$ cat config.mk
export PLATFORM = sky130hd
export DESIGN_NAME = rx_pcs_top
export DESIGN_NICKNAME = d
export VERILOG_FILES = /design/src/source/rx_pcs_pkg.sv /design/src/source/lane_decode.sv /design/src/source/packet_sequencer.sv /design/src/source/rx_result.sv /design/src/source/rx_pcs_top.sv
export SDC_FILE = /design/constraint.sdc
export NUM_CORES = 1
export LEC_CHECK = 0
export BUFFER_PORTS_ARGS = -buffer_cell sky130_fd_sc_hd__buf_2
export CAP_MARGIN = 20
export CORE_ASPECT_RATIO = 1.5
export CORE_MARGIN = 3
export CORE_UTILIZATION = 57
export DETAILED_ROUTE_END_ITERATION = 6
export PLACE_DENSITY = 0.88
export SLEW_MARGIN = 15
export SYNTH_ARGS = -nofsm -noshare
export SYNTH_HDL_FRONTEND = slang
export SYNTH_SLANG_ARGS = --single-unit
$ cat constraint.sdc
create_clock -name rx_clk_161_13 -period 6 [get_ports rx_clk_161_13]
set_input_delay 0.9 -clock rx_clk_161_13 [delete_from_list [all_inputs] [get_ports rx_clk_161_13]]
set_output_delay 0.9 -clock rx_clk_161_13 [all_outputs]
set_load 0.005 [all_outputs]
$ cat src/source/rx_pcs_pkg.sv
package rx_pcs_pkg;

    ////////////////////
    // Widths
    ////////////////////

    localparam int BLOCK_W   = 64;
    localparam int HDR_W     = 2;
    localparam int COL_W     = 8;
    localparam int ERR_CNT_W = 8;

    ////////////////////
    // 64b/66b encoding
    ////////////////////

    // Sync headers
    localparam logic [HDR_W-1:0] HDR_DATA = 2'b01;
    localparam logic [HDR_W-1:0] HDR_CTRL = 2'b10;

    // Control block type bytes
    localparam logic [7:0] TYPE_IDLE  = 8'h1e;
    localparam logic [7:0] TYPE_START = 8'h78;

    // Terminate type bytes indexed by their count of data bytes
    localparam logic [7:0][7:0] TYPE_TERM = {
        8'hff,
        8'he1,
        8'hd2,
        8'hcc,
        8'hb4,
        8'haa,
        8'h99,
        8'h87
    };

    ////////////////////
    // XGMII characters
    ////////////////////

    localparam logic [7:0] XGMII_IDLE  = 8'h07;
    localparam logic [7:0] XGMII_START = 8'hfb;
    localparam logic [7:0] XGMII_TERM  = 8'hfd;
    localparam logic [7:0] XGMII_ERROR = 8'hfe;

    // Decoded block classification
    typedef enum logic [2:0] {
        KIND_DATA  = 3'd0,
        KIND_START = 3'd1,
        KIND_TERM  = 3'd2,
        KIND_IDLE  = 3'd3,
        KIND_BAD   = 3'd4
    } block_kind_t;

endpackage

$ cat src/source/lane_decode.sv
`timescale 1ns/100ps

module lane_decode (
    input  logic                                rx_clk_161_13,
    input  logic                                async_reset_n,
    input  logic                                valid_i,
    input  logic [rx_pcs_pkg::HDR_W-1:0]        hdr_i,
    input  logic [rx_pcs_pkg::BLOCK_W-1:0]      data_i,
    output logic                                valid_o,
    output rx_pcs_pkg::block_kind_t             kind_o,
    output logic [rx_pcs_pkg::BLOCK_W-1:0]      rxd_o,
    output logic [rx_pcs_pkg::COL_W-1:0]        rxc_o
);

    logic [7:0]                         type_byte;
    logic [rx_pcs_pkg::BLOCK_W-1:0]     payload_sh;
    rx_pcs_pkg::block_kind_t            kind_d;
    logic [rx_pcs_pkg::BLOCK_W-1:0]     rxd_d;
    logic [rx_pcs_pkg::COL_W-1:0]       rxc_d;

    assign type_byte  = data_i[7:0];
    // Payload bytes 1..7 moved down to column bytes 0..6
    assign payload_sh = data_i >> 8;

    ////////////////////
    // Block decode
    ////////////////////

    always_comb begin
        kind_d = rx_pcs_pkg::KIND_BAD;
        rxd_d  = {8{rx_pcs_pkg::XGMII_ERROR}};
        rxc_d  = '1;

        if (hdr_i == rx_pcs_pkg::HDR_DATA) begin
            kind_d = rx_pcs_pkg::KIND_DATA;
            rxd_d  = data_i;
            rxc_d  = '0;
        end else if (hdr_i == rx_pcs_pkg::HDR_CTRL) begin
            if (type_byte == rx_pcs_pkg::TYPE_IDLE) begin
                kind_d = rx_pcs_pkg::KIND_IDLE;
                rxd_d  = {8{rx_pcs_pkg::XGMII_IDLE}};
                rxc_d  = '1;
            end else if (type_byte == rx_pcs_pkg::TYPE_START) begin
                kind_d = rx_pcs_pkg::KIND_START;
                rxd_d  = {data_i[63:8], rx_pcs_pkg::XGMII_START};
                rxc_d  = 8'h01;
            end else begin
                for (int k = 0; k < 8; k++) begin
                    if (type_byte == rx_pcs_pkg::TYPE_TERM[k]) begin
                        kind_d = rx_pcs_pkg::KIND_TERM;
                        for (int b = 0; b < 8; b++) begin
                            if (b < k) begin
                                rxd_d[8*b +: 8] = payload_sh[8*b +: 8];
                                rxc_d[b]        = 1'b0;
                            end else if (b == k) begin
                                rxd_d[8*b +: 8] = rx_pcs_pkg::XGMII_TERM;
                                rxc_d[b]        = 1'b1;
                            end else begin
                                rxd_d[8*b +: 8] = rx_pcs_pkg::XGMII_IDLE;
                                rxc_d[b]        = 1'b1;
                            end
                        end
                    end
                end
            end
        end
    end

    always_ff @(posedge rx_clk_161_13 or negedge async_reset_n) begin
        if (!async_reset_n) begin
            valid_o <= 1'b0;
        end else begin
            valid_o <= valid_i;
        end
    end

    // Decoded kind and column
    always_ff @(posedge rx_clk_161_13) begin
        kind_o <= kind_d;
        rxd_o  <= rxd_d;
        rxc_o  <= rxc_d;
    end

endmodule

$ cat src/source/packet_sequencer.sv
`timescale 1ns/100ps

module packet_sequencer #(
    parameter int NUM_LANES = 4
) (
    input  logic                                            rx_clk_161_13,
    input  logic                                            async_reset_n,
    input  logic                                            valid_i,
    input  rx_pcs_pkg::block_kind_t [NUM_LANES-1:0]         kind_i,
    input  logic [NUM_LANES*rx_pcs_pkg::BLOCK_W-1:0]        rxd_i,
    input  logic [NUM_LANES*rx_pcs_pkg::COL_W-1:0]          rxc_i,
    output logic                                            valid_o,
    output logic [NUM_LANES*rx_pcs_pkg::BLOCK_W-1:0]        rxd_o,
    output logic [NUM_LANES*rx_pcs_pkg::COL_W-1:0]          rxc_o,
    output logic [NUM_LANES-1:0]                            lane_err_o
);

    localparam int BW = rx_pcs_pkg::BLOCK_W;
    localparam int CW = rx_pcs_pkg::COL_W;

    // Framing state left behind by the last lane of the previous valid cycle
    logic                       in_pkt_q;
    logic                       in_pkt_d;
    logic                       in_pkt;
    logic                       legal;
    logic [NUM_LANES*BW-1:0]    rxd_d;
    logic [NUM_LANES*CW-1:0]    rxc_d;
    logic [NUM_LANES-1:0]       err_d;

    ////////////////////
    // Lane chain
    ////////////////////

    always_comb begin
        in_pkt = in_pkt_q;
        legal  = 1'b0;
        rxd_d  = rxd_i;
        rxc_d  = rxc_i;
        err_d  = '0;

        for (int n = 0; n < NUM_LANES; n++) begin
            case (kind_i[n])
                rx_pcs_pkg::KIND_DATA:  legal = in_pkt;
                rx_pcs_pkg::KIND_TERM:  legal = in_pkt;
                rx_pcs_pkg::KIND_IDLE:  legal = !in_pkt;
                rx_pcs_pkg::KIND_START: legal = !in_pkt;
                default:                legal = 1'b0;
            endcase

            if (!legal) begin
                rxd_d[n*BW +: BW] = {8{rx_pcs_pkg::XGMII_ERROR}};
                rxc_d[n*CW +: CW] = '1;
                err_d[n]          = 1'b1;
                in_pkt            = 1'b0;
            end else if (kind_i[n] == rx_pcs_pkg::KIND_START) begin
                in_pkt = 1'b1;
            end else if (kind_i[n] == rx_pcs_pkg::KIND_TERM) begin
                in_pkt = 1'b0;
            end
        end

        in_pkt_d = in_pkt;
    end

    always_ff @(posedge rx_clk_161_13 or negedge async_reset_n) begin
        if (!async_reset_n) begin
            in_pkt_q <= 1'b0;
            valid_o  <= 1'b0;
        end else begin
            valid_o <= valid_i;
            // Idle cycles leave the framing untouched
            if (valid_i) begin
                in_pkt_q <= in_pkt_d;
            end
        end
    end

    always_ff @(posedge rx_clk_161_13) begin
        rxd_o      <= rxd_d;
        rxc_o      <= rxc_d;
        lane_err_o <= err_d;
    end

endmodule

$ cat src/source/rx_result.sv
`timescale 1ns/100ps

module rx_result #(
    parameter int NUM_LANES = 4
) (
    input  logic                                        rx_clk_161_13,
    input  logic                                        async_reset_n,
    input  logic                                        valid_i,
    input  logic [NUM_LANES*rx_pcs_pkg::BLOCK_W-1:0]    rxd_i,
    input  logic [NUM_LANES*rx_pcs_pkg::COL_W-1:0]      rxc_i,
    input  logic [NUM_LANES-1:0]                        lane_err_i,
    input  logic                                        clear_errblk_i,
    output logic                                        xgmii_valid_o,
    output logic [NUM_LANES*rx_pcs_pkg::BLOCK_W-1:0]    xgmii_rxd_o,
    output logic [NUM_LANES*rx_pcs_pkg::COL_W-1:0]      xgmii_rxc_o,
    output logic [rx_pcs_pkg::ERR_CNT_W-1:0]            errd_blks_o
);

    localparam int CNT_W = rx_pcs_pkg::ERR_CNT_W;

    logic [CNT_W:0]     err_inc;
    logic [CNT_W:0]     cnt_sum;
    logic [CNT_W-1:0]   cnt_d;

    ////////////////////
    // Errored blocks
    ////////////////////

    always_comb begin
        err_inc = '0;
        if (valid_i) begin
            for (int n = 0; n < NUM_LANES; n++) begin
                err_inc = err_inc + {{CNT_W{1'b0}}, lane_err_i[n]};
            end
        end
        cnt_sum = {1'b0, errd_blks_o} + err_inc;
        // Carry out means the count passed its top
        cnt_d   = cnt_sum[CNT_W] ? {CNT_W{1'b1}} : cnt_sum[CNT_W-1:0];
    end

    always_ff @(posedge rx_clk_161_13 or negedge async_reset_n) begin
        if (!async_reset_n) begin
            xgmii_valid_o <= 1'b0;
            errd_blks_o   <= '0;
        end else begin
            xgmii_valid_o <= valid_i;
            if (clear_errblk_i) begin
                errd_blks_o <= '0;
            end else begin
                errd_blks_o <= cnt_d;
            end
        end
    end

    always_ff @(posedge rx_clk_161_13) begin
        xgmii_rxd_o <= rxd_i;
        xgmii_rxc_o <= rxc_i;
    end

endmodule

$ cat src/source/rx_pcs_top.sv
`timescale 1ns/100ps

module rx_pcs_top #(
    parameter int NUM_LANES = 4
) (
    input  logic                                        rx_clk_161_13,
    input  logic                                        async_reset_n,
    input  logic                                        blk_valid_i,
    input  logic [NUM_LANES*rx_pcs_pkg::HDR_W-1:0]      lane_hdr_i,
    input  logic [NUM_LANES*rx_pcs_pkg::BLOCK_W-1:0]    lane_data_i,
    input  logic                                        clear_errblk_i,
    output logic                                        xgmii_valid_o,
    output logic [NUM_LANES*rx_pcs_pkg::BLOCK_W-1:0]    xgmii_rxd_o,
    output logic [NUM_LANES*rx_pcs_pkg::COL_W-1:0]      xgmii_rxc_o,
    output logic [rx_pcs_pkg::ERR_CNT_W-1:0]            errd_blks_o
);

    localparam int HW = rx_pcs_pkg::HDR_W;
    localparam int BW = rx_pcs_pkg::BLOCK_W;
    localparam int CW = rx_pcs_pkg::COL_W;

    // Decode stage outputs
    logic                                       dec_valid;
    rx_pcs_pkg::block_kind_t [NUM_LANES-1:0]    dec_kind;
    logic [NUM_LANES*BW-1:0]                    dec_rxd;
    logic [NUM_LANES*CW-1:0]                    dec_rxc;

    // Sequencer outputs
    logic                                       seq_valid;
    logic [NUM_LANES*BW-1:0]                    seq_rxd;
    logic [NUM_LANES*CW-1:0]                    seq_rxc;
    logic [NUM_LANES-1:0]                       seq_lane_err;

    ////////////////////
    // Per-lane decode
    ////////////////////

    // Lane 0 carries the strobe that all lanes share
    for (genvar n = 0; n < NUM_LANES; n++) begin : g_lane
        if (n == 0) begin : g_strobe
            lane_decode u_lane_decode (
                .rx_clk_161_13  (rx_clk_161_13),
                .async_reset_n  (async_reset_n),
                .valid_i        (blk_valid_i),
                .hdr_i          (lane_hdr_i[n*HW +: HW]),
                .data_i         (lane_data_i[n*BW +: BW]),
                .valid_o        (dec_valid),
                .kind_o         (dec_kind[n]),
                .rxd_o          (dec_rxd[n*BW +: BW]),
                .rxc_o          (dec_rxc[n*CW +: CW])
            );
        end else begin : g_plain
            lane_decode u_lane_decode (
                .rx_clk_161_13  (rx_clk_161_13),
                .async_reset_n  (async_reset_n),
                .valid_i        (blk_valid_i),
                .hdr_i          (lane_hdr_i[n*HW +: HW]),
                .data_i         (lane_data_i[n*BW +: BW]),
                .valid_o        (),
                .kind_o         (dec_kind[n]),
                .rxd_o          (dec_rxd[n*BW +: BW]),
                .rxc_o          (dec_rxc[n*CW +: CW])
            );
        end
    end

    packet_sequencer #(
        .NUM_LANES (NUM_LANES)
    ) u_packet_sequencer (
        .rx_clk_161_13  (rx_clk_161_13),
        .async_reset_n  (async_reset_n),
        .valid_i        (dec_valid),
        .kind_i         (dec_kind),
        .rxd_i          (dec_rxd),
        .rxc_i          (dec_rxc),
        .valid_o        (seq_valid),
        .rxd_o          (seq_rxd),
        .rxc_o          (seq_rxc),
        .lane_err_o     (seq_lane_err)
    );

    rx_result #(
        .NUM_LANES (NUM_LANES)
    ) u_rx_result (
        .rx_clk_161_13  (rx_clk_161_13),
        .async_reset_n  (async_reset_n),
        .valid_i        (seq_valid),
        .rxd_i          (seq_rxd),
        .rxc_i          (seq_rxc),
        .lane_err_i     (seq_lane_err),
        .clear_errblk_i (clear_errblk_i),
        .xgmii_valid_o  (xgmii_valid_o),
        .xgmii_rxd_o    (xgmii_rxd_o),
        .xgmii_rxc_o    (xgmii_rxc_o),
        .errd_blks_o    (errd_blks_o)
    );

endmodule

After elaboration in Yosys (flattened, before gate mapping):

Index checks and enable logic that the tools add are counted.

* word-level logic and storage cells: 275
* flip-flop bits (word level): 892

* equality and inequality tests: 60
* bitwise operators: 4
* $add $sub $neg: 4
* multiplexer cells: 155
* reductions and logical operators: 20

Operator list (number)
* $mux W64: 48
* $eq A8 B8 Y1 const B: 32
* $mux W3: 48
* $mux W8: 14
* $eq A8 B5 Y1 const B: 4
* $eq A8 B7 Y1 const B: 4
* $mux W7: 4
* $eq A3 B2 Y1 const B: 8
* $mux W6: 4
* $reduce_or A2 Y1: 12
* $mux W1: 20
* $mux W5: 4
* $add A9 B1 Y9: 2
* $mux W4: 4
* $eq A3 B1 Y1 const B: 4
* $logic_not A3 Y1: 4
* $add A8 B9 Y9: 1
* $mux W9: 1
* $eq A2 B1 Y1 const B: 4
* $eq A2 B2 Y1 const B: 4
* $mux W2: 4
* $pmux W1 S2: 4
* $logic_not A1 Y1: 4
* $not A1 Y1: 4
* $add A1 B1 Y2: 1

Depth between registers and ports, before layout:

* word-level depth: 13
* gate-level depth with buffers: 11

Cells and area by module:

A second synthesis with hierarchy kept.

* cell total of the unflattened synthesis: 2516
* area, all modules: 27875.5 um^2

Modules (own cells, without submodules)
* lane_decode: area an instance 3342.0 um^2, cells each 378, instances 4
* packet_sequencer: area an instance 8191.6 um^2, cells each 664, instances 1
* rx_result: area an instance 6316.1 um^2, cells each 340, instances 1

Worst setup path after synthesis:

Ideal clock, no wire load.

* kind: in2reg
* start: in lane_data_i[67] (netlist name)
* end: reg g_lane[1].g_plain.u_lane_decode.rxd_o[27] (netlist name)
* slack: 3.250 ns
* buffers on the path: 2
* arrival: 2.616 ns
* data required time: 5.866 ns
* stages on the path: 8
* setup time: 0.134 ns
* path through: clkbuf_1 or4_1 a211oi_1 a21o_1 buf_2 nor2_1 a31oi_1 a21oi_1

* word-level cells in the longest chain between the ends: 13
* elaborated cells between the ends (all ways): 22
* those cells by class: eq/ne: 10; mux: 12

Ends and longest elaborated chain
* from (decl): line rx_pcs_top.sv:10 `input logic [NUM_LANES*rx_pcs_pkg::BLOCK_W-1:0] lane_data_i,`
* $eq A8 B8 Y1: line lane_decode.sv:49 `if (type_byte == rx_pcs_pkg::TYPE_TERM[k]) begin`
* $mux W64 (8 in series): line lane_decode.sv:49
* $mux W64: line lane_decode.sv:43 `end else if (type_byte == rx_pcs_pkg::TYPE_START) begin`
* $mux W64 *: line lane_decode.sv:39 `if (type_byte == rx_pcs_pkg::TYPE_IDLE) begin`
* $mux W64 *: line lane_decode.sv:38 `end else if (hdr_i == rx_pcs_pkg::HDR_CTRL) begin`
* $mux W64 *: line lane_decode.sv:34 `if (hdr_i == rx_pcs_pkg::HDR_DATA) begin`
* via g_lane[1].g_plain.u_lane_decode.rxd_d, one bit: line lane_decode.sv:18 `logic [rx_pcs_pkg::BLOCK_W-1:0] rxd_d;`
* to (signal assigned): line lane_decode.sv:80 `rxd_o <= rxd_d;`
* to (decl): line lane_decode.sv:11 `output logic [rx_pcs_pkg::BLOCK_W-1:0] rxd_o,`

The timed path passes the listed nets; every way through them passes the cells marked *.
A chain may end at the register's enable or synchronous reset.

Worst setup path after layout:

* start: reg u_packet_sequencer.in_pkt_q
* end: reg u_packet_sequencer.rxd_o[193] (netlist name)

* word-level cells in the longest chain between the ends: 11
* elaborated cells between the ends (all ways): 17
* those cells by class: mux: 13; reduce/logical: 4

Ends and longest elaborated chain
* from (decl): line packet_sequencer.sv:22 `logic in_pkt_q;`
* from (signal assigned): line packet_sequencer.sv:73 `in_pkt_q <= in_pkt_d;`
* $logic_not A1 Y1 or $mux W1 (tied branches): line packet_sequencer.sv:45, packet_sequencer.sv:46, packet_sequencer.sv:57
* $pmux W1 S2 or $mux W1 (tied branches): line packet_sequencer.sv:42, packet_sequencer.sv:55
* $mux W1 *: line packet_sequencer.sv:50 `if (!legal) begin`
* $logic_not A1 Y1 or $mux W1 (tied branches): line packet_sequencer.sv:45, packet_sequencer.sv:46, packet_sequencer.sv:57
* $pmux W1 S2 or $mux W1 (tied branches): line packet_sequencer.sv:42, packet_sequencer.sv:55
* $mux W1 *: line packet_sequencer.sv:50
* $logic_not A1 Y1 or $mux W1 (tied branches): line packet_sequencer.sv:45, packet_sequencer.sv:46, packet_sequencer.sv:57
* $pmux W1 S2 or $mux W1 (tied branches): line packet_sequencer.sv:42, packet_sequencer.sv:55
* $mux W1 *: line packet_sequencer.sv:50
* $logic_not A1 Y1: line packet_sequencer.sv:45, packet_sequencer.sv:46
* $pmux W1 S2 *: line packet_sequencer.sv:42 `case (kind_i[n])`
* to (signal assigned): line packet_sequencer.sv:79 `rxd_o <= rxd_d;`
* to (decl): line packet_sequencer.sv:13 `output logic [NUM_LANES*rx_pcs_pkg::BLOCK_W-1:0] rxd_o,`

Mark *: on every way between the ends. The rest lies on a longest branch, timed or not.

==> flow_summary.yaml <==
outcome:
  status: "completed"
timing:
  fin_worst_skew_ps: 22.3
  period_needed_ps: 3520
  max-slew-margin-rel_pct: 25.3
  rsz0062_at_grt: "no"
  slew_viol_final: 0
  worst_slew_pin_slew_ps: 1120
  max_freq_mhz: 284
  setup_tns_ps: 0
  hold_violations: 0
  setup-violations-final: 0
  post-route-period-util_pct: 58.7
clocking:
  cts_tree: "yes"
  root_buffer: "clkbuf_16"
  cts-resized-gates: 0
  clockBufferDepth: 3
  cts_sinks: 892
  path_clk_slew_ps: 60
  post_cts_buffers: 0
  cts_buffers: 75
  cts-hold-fix-buffers: 0
  cts-htree-levels: 3
  clock_latency_ps: 590
detailed_routing:
  vias: 20767
  vias_per_cell: 5.69
  finalWirelength_um: 79000
  drc_errors: 0
  dr.pass1.iters: 6
  drtIter0Drc: 2053
  ant_nets: 0
  route.detailed.wl_per_inst_um: 21.7
logic_synthesis:
  synth-async-reset-ratio_pct: 1.35
  synth_area_per_cell_um2: 10.8
  syn_area_um2: 26700
  synthTopCellsByArea: "dfxtp_1, or3_1, a21oi_1, nor2_1, nand2_1"
  synth.largest_area_cell: "dfxtp_1"
  synth_top_area_share_pct: 66.1
  synth_common_cells: "dfxtp_1, nor2_1, a21oi_1"
  ys_seq_elements: 892
  synth-edff-count: 0
  synthFlopType: "dfxtp_1"
  synth_fp_nets: 2734
  syn_inst: 2459
  synth_most_common_cell: "dfxtp_1"
  synth_cell_type_count: 66
  ys_seq_area_share_pct: 67.2
  ys.warnings.count: 0
final_layout:
  finalNonFillerCells: 3649
  n_fill_cell: 3142
  area_growth_syn_to_layout_pct: 21.4
  final_layout_size_suffix_gt1_share_pct: 24.7
  final_nets: 3257
  final_area_um2: 32400
  multiInputGateArea_um2: 8110
  regArea_um2: 17900
setup_path:
  worstSetupEndpoint: "u_packet_sequencer.rxd_o[193]"
  endpoint_kind: "flop"
  r2r_slack_ps: 2480
  reg2reg_to: "u_packet_sequencer.rxd_o[193]"
  critical_path.startpoint: "u_packet_sequencer.in_pkt_q"
  crit_fanout: 67
  arrival_ps: 4050
  worstPathRequired_ps: 6530
  critical_path_class: "reg -> reg"
  r2r_start: "u_packet_sequencer.in_pkt_q"
  r2r_cells: 8
  startpoint_type: "flop"
die:
  die_w_um: 183
  io_pins: 565
  die_h_um: 271
  die-area_um2: 49500
  rows: 96
  start_util_pct: 58.0
  core_um2: 46000
pwr:
  total_power_mw: 11.3
  seqPwrFrac_pct: 53.3
  max-vdd-ir-drop_uv: 335
  powerDensity_nw_per_um2: 351
  p_int_mw: 8.93
  leakage_nw: 12.8
  pwr-share-clk_pct: 42.8
  p_sw_mw: 2.42
  switching_share_pct: 21.4
  comb_power_share_pct: 3.9
placed_design:
  port_buffers: 564
  hpwl_um: 57300
  placed_area_um2: 29800
  place_congestion: 0.971
  dp_cells: 3492
run:
  drv_cap: 0
grt:
  grt_usage_pct: 30.5
  grt_max_degree: 68
  grt_pass1_vias: 20717
  antenna_found_initial: 24
  grt_overflow_total: 0
  grt_pass1_wl_um: 118000
min_path:
  hp-class: "in -> async"
[worst max-delay path: stages, from the launching register on]
cell and delay (ps):
dfrtp_1 410, xnor2_2 140, buf_4 280, or4_4 480, a211oi_2 410, mux2_1 430
mux2i_4 590, buf_4 520, or2_2 190
[stage by stage]
stage               util (%)  setup WS (ps)  hold slack [ps]
finish                  70.4           2480              193
global route            70.3           2220              173
CTS                     70.2           2390              159
detailed placement      64.8           2250              312
global placement        64.8           2440              310
floorplan                  -           3250              310
[cells in the final DEF (no fill, tap or decap), types with 26 or more instances in the layout]
| cell type | synthesis | final |
|---|---|---|
| buf_2 | 10 | 565 |
| nor4bb_1 | 32 | 32 |
| a21oi_1 | 215 | 215 |
| and2_1 | 44 | 44 |
| nand2_1 | 138 | 138 |
| or3_1 | 199 | 199 |
| clkbuf_16 | 0 | 79 |
| a22oi_1 | 49 | 49 |
| or2_1 | 50 | 50 |
| nor2_1 | 270 | 269 |
| o21ai_0 | 74 | 74 |
| nor3_1 | 26 | 26 |
| inv_1 | 27 | 27 |
| dfxtp_1 | 880 | 880 |
[worst min-delay path by stage]
stage / endpoint / slack [ps] / cells past startpoint
floorplan: u_rx_result.xgmii_rxc_o[0] / 310 / 0
global placement: u_rx_result.xgmii_rxd_o[23] / 310 / 0
detailed placement: u_rx_result.xgmii_rxc_o[20] / 310 / 0
CTS: u_rx_result.errd_blks_o[0] / 160 / 1
global route: u_rx_result.errd_blks_o[0] / 170 / 1
finish: u_packet_sequencer.valid_o / 190 / 1
[cell type report]
type,instances,share of cell area (%)
antenna,22,0.170
clock inverter,18,0.603
tap,588,2.27
timing repair buffer,581,9.11
clock buffer,116,7.12
inverter,27,0.313
multi-input combinational,1405,25.1
sequential,892,55.4
[power by group through the flow]
stage | logic (mW) | clock network, mW | registers, mW
floorplan | 0.204 | 0 | 6.16
global placement | 0.414 | 0 | 6.17
detailed placement | 0.424 | 0 | 6.18
CTS | 0.428 | 4.93 | 6.04
global route | 0.475 | 5.14 | 6.05
finish | 0.443 | 4.86 | 6.04
[routing by layer]
metal  vias to the layer above  share of wire [%]  wire length (µm)  track usage [%]
met1                      9673                 34             26500             32.4
met5                         -              0.044                35                0
met4                         6                5.6              4430             16.8
met3                       291                9.7              7690             8.29
met2                      1271                 51             40300             54.3
li1                       9526                  -                 -                -
[flip-flops by register name, indices dropped and copies added, names as in the netlist, 4 cells and up]
register	count
u_packet_sequencer.rxd_o	256
u_rx_result.xgmii_rxd_o	256
g_lane.g_plain.u_lane_decode.rxd_o	192
g_lane.g_strobe.u_lane_decode.rxd_o	64
u_packet_sequencer.rxc_o	32
u_rx_result.xgmii_rxc_o	32
g_lane.g_plain.u_lane_decode.rxc_o	24
g_lane.g_plain.u_lane_decode.kind_o	9
g_lane.g_strobe.u_lane_decode.rxc_o	8
u_rx_result.errd_blks_o	8
u_packet_sequencer.lane_err_o	4
[kinds of logic (layout without fill, tap and decap cells)]
| kind of cell | after synthesis | count (layout) | synth area share (%) |
|---|---|---|---|
| compound gates | 518 | 518 | 12.3 |
| xor+xnor | 5 | 5 | 0.164 |
| fa+ha+maj | 7 | 7 | 0.385 |
| buf+inv | 162 | 742 | 2.52 |
| flops | 892 | 892 | 67.2 |
| mux | 2 | 2 | 0.0798 |
| other cells | 0 | 22 | 0 |
| simple gates | 873 | 873 | 17.4 |
Power figures use the tool's default switching activity.
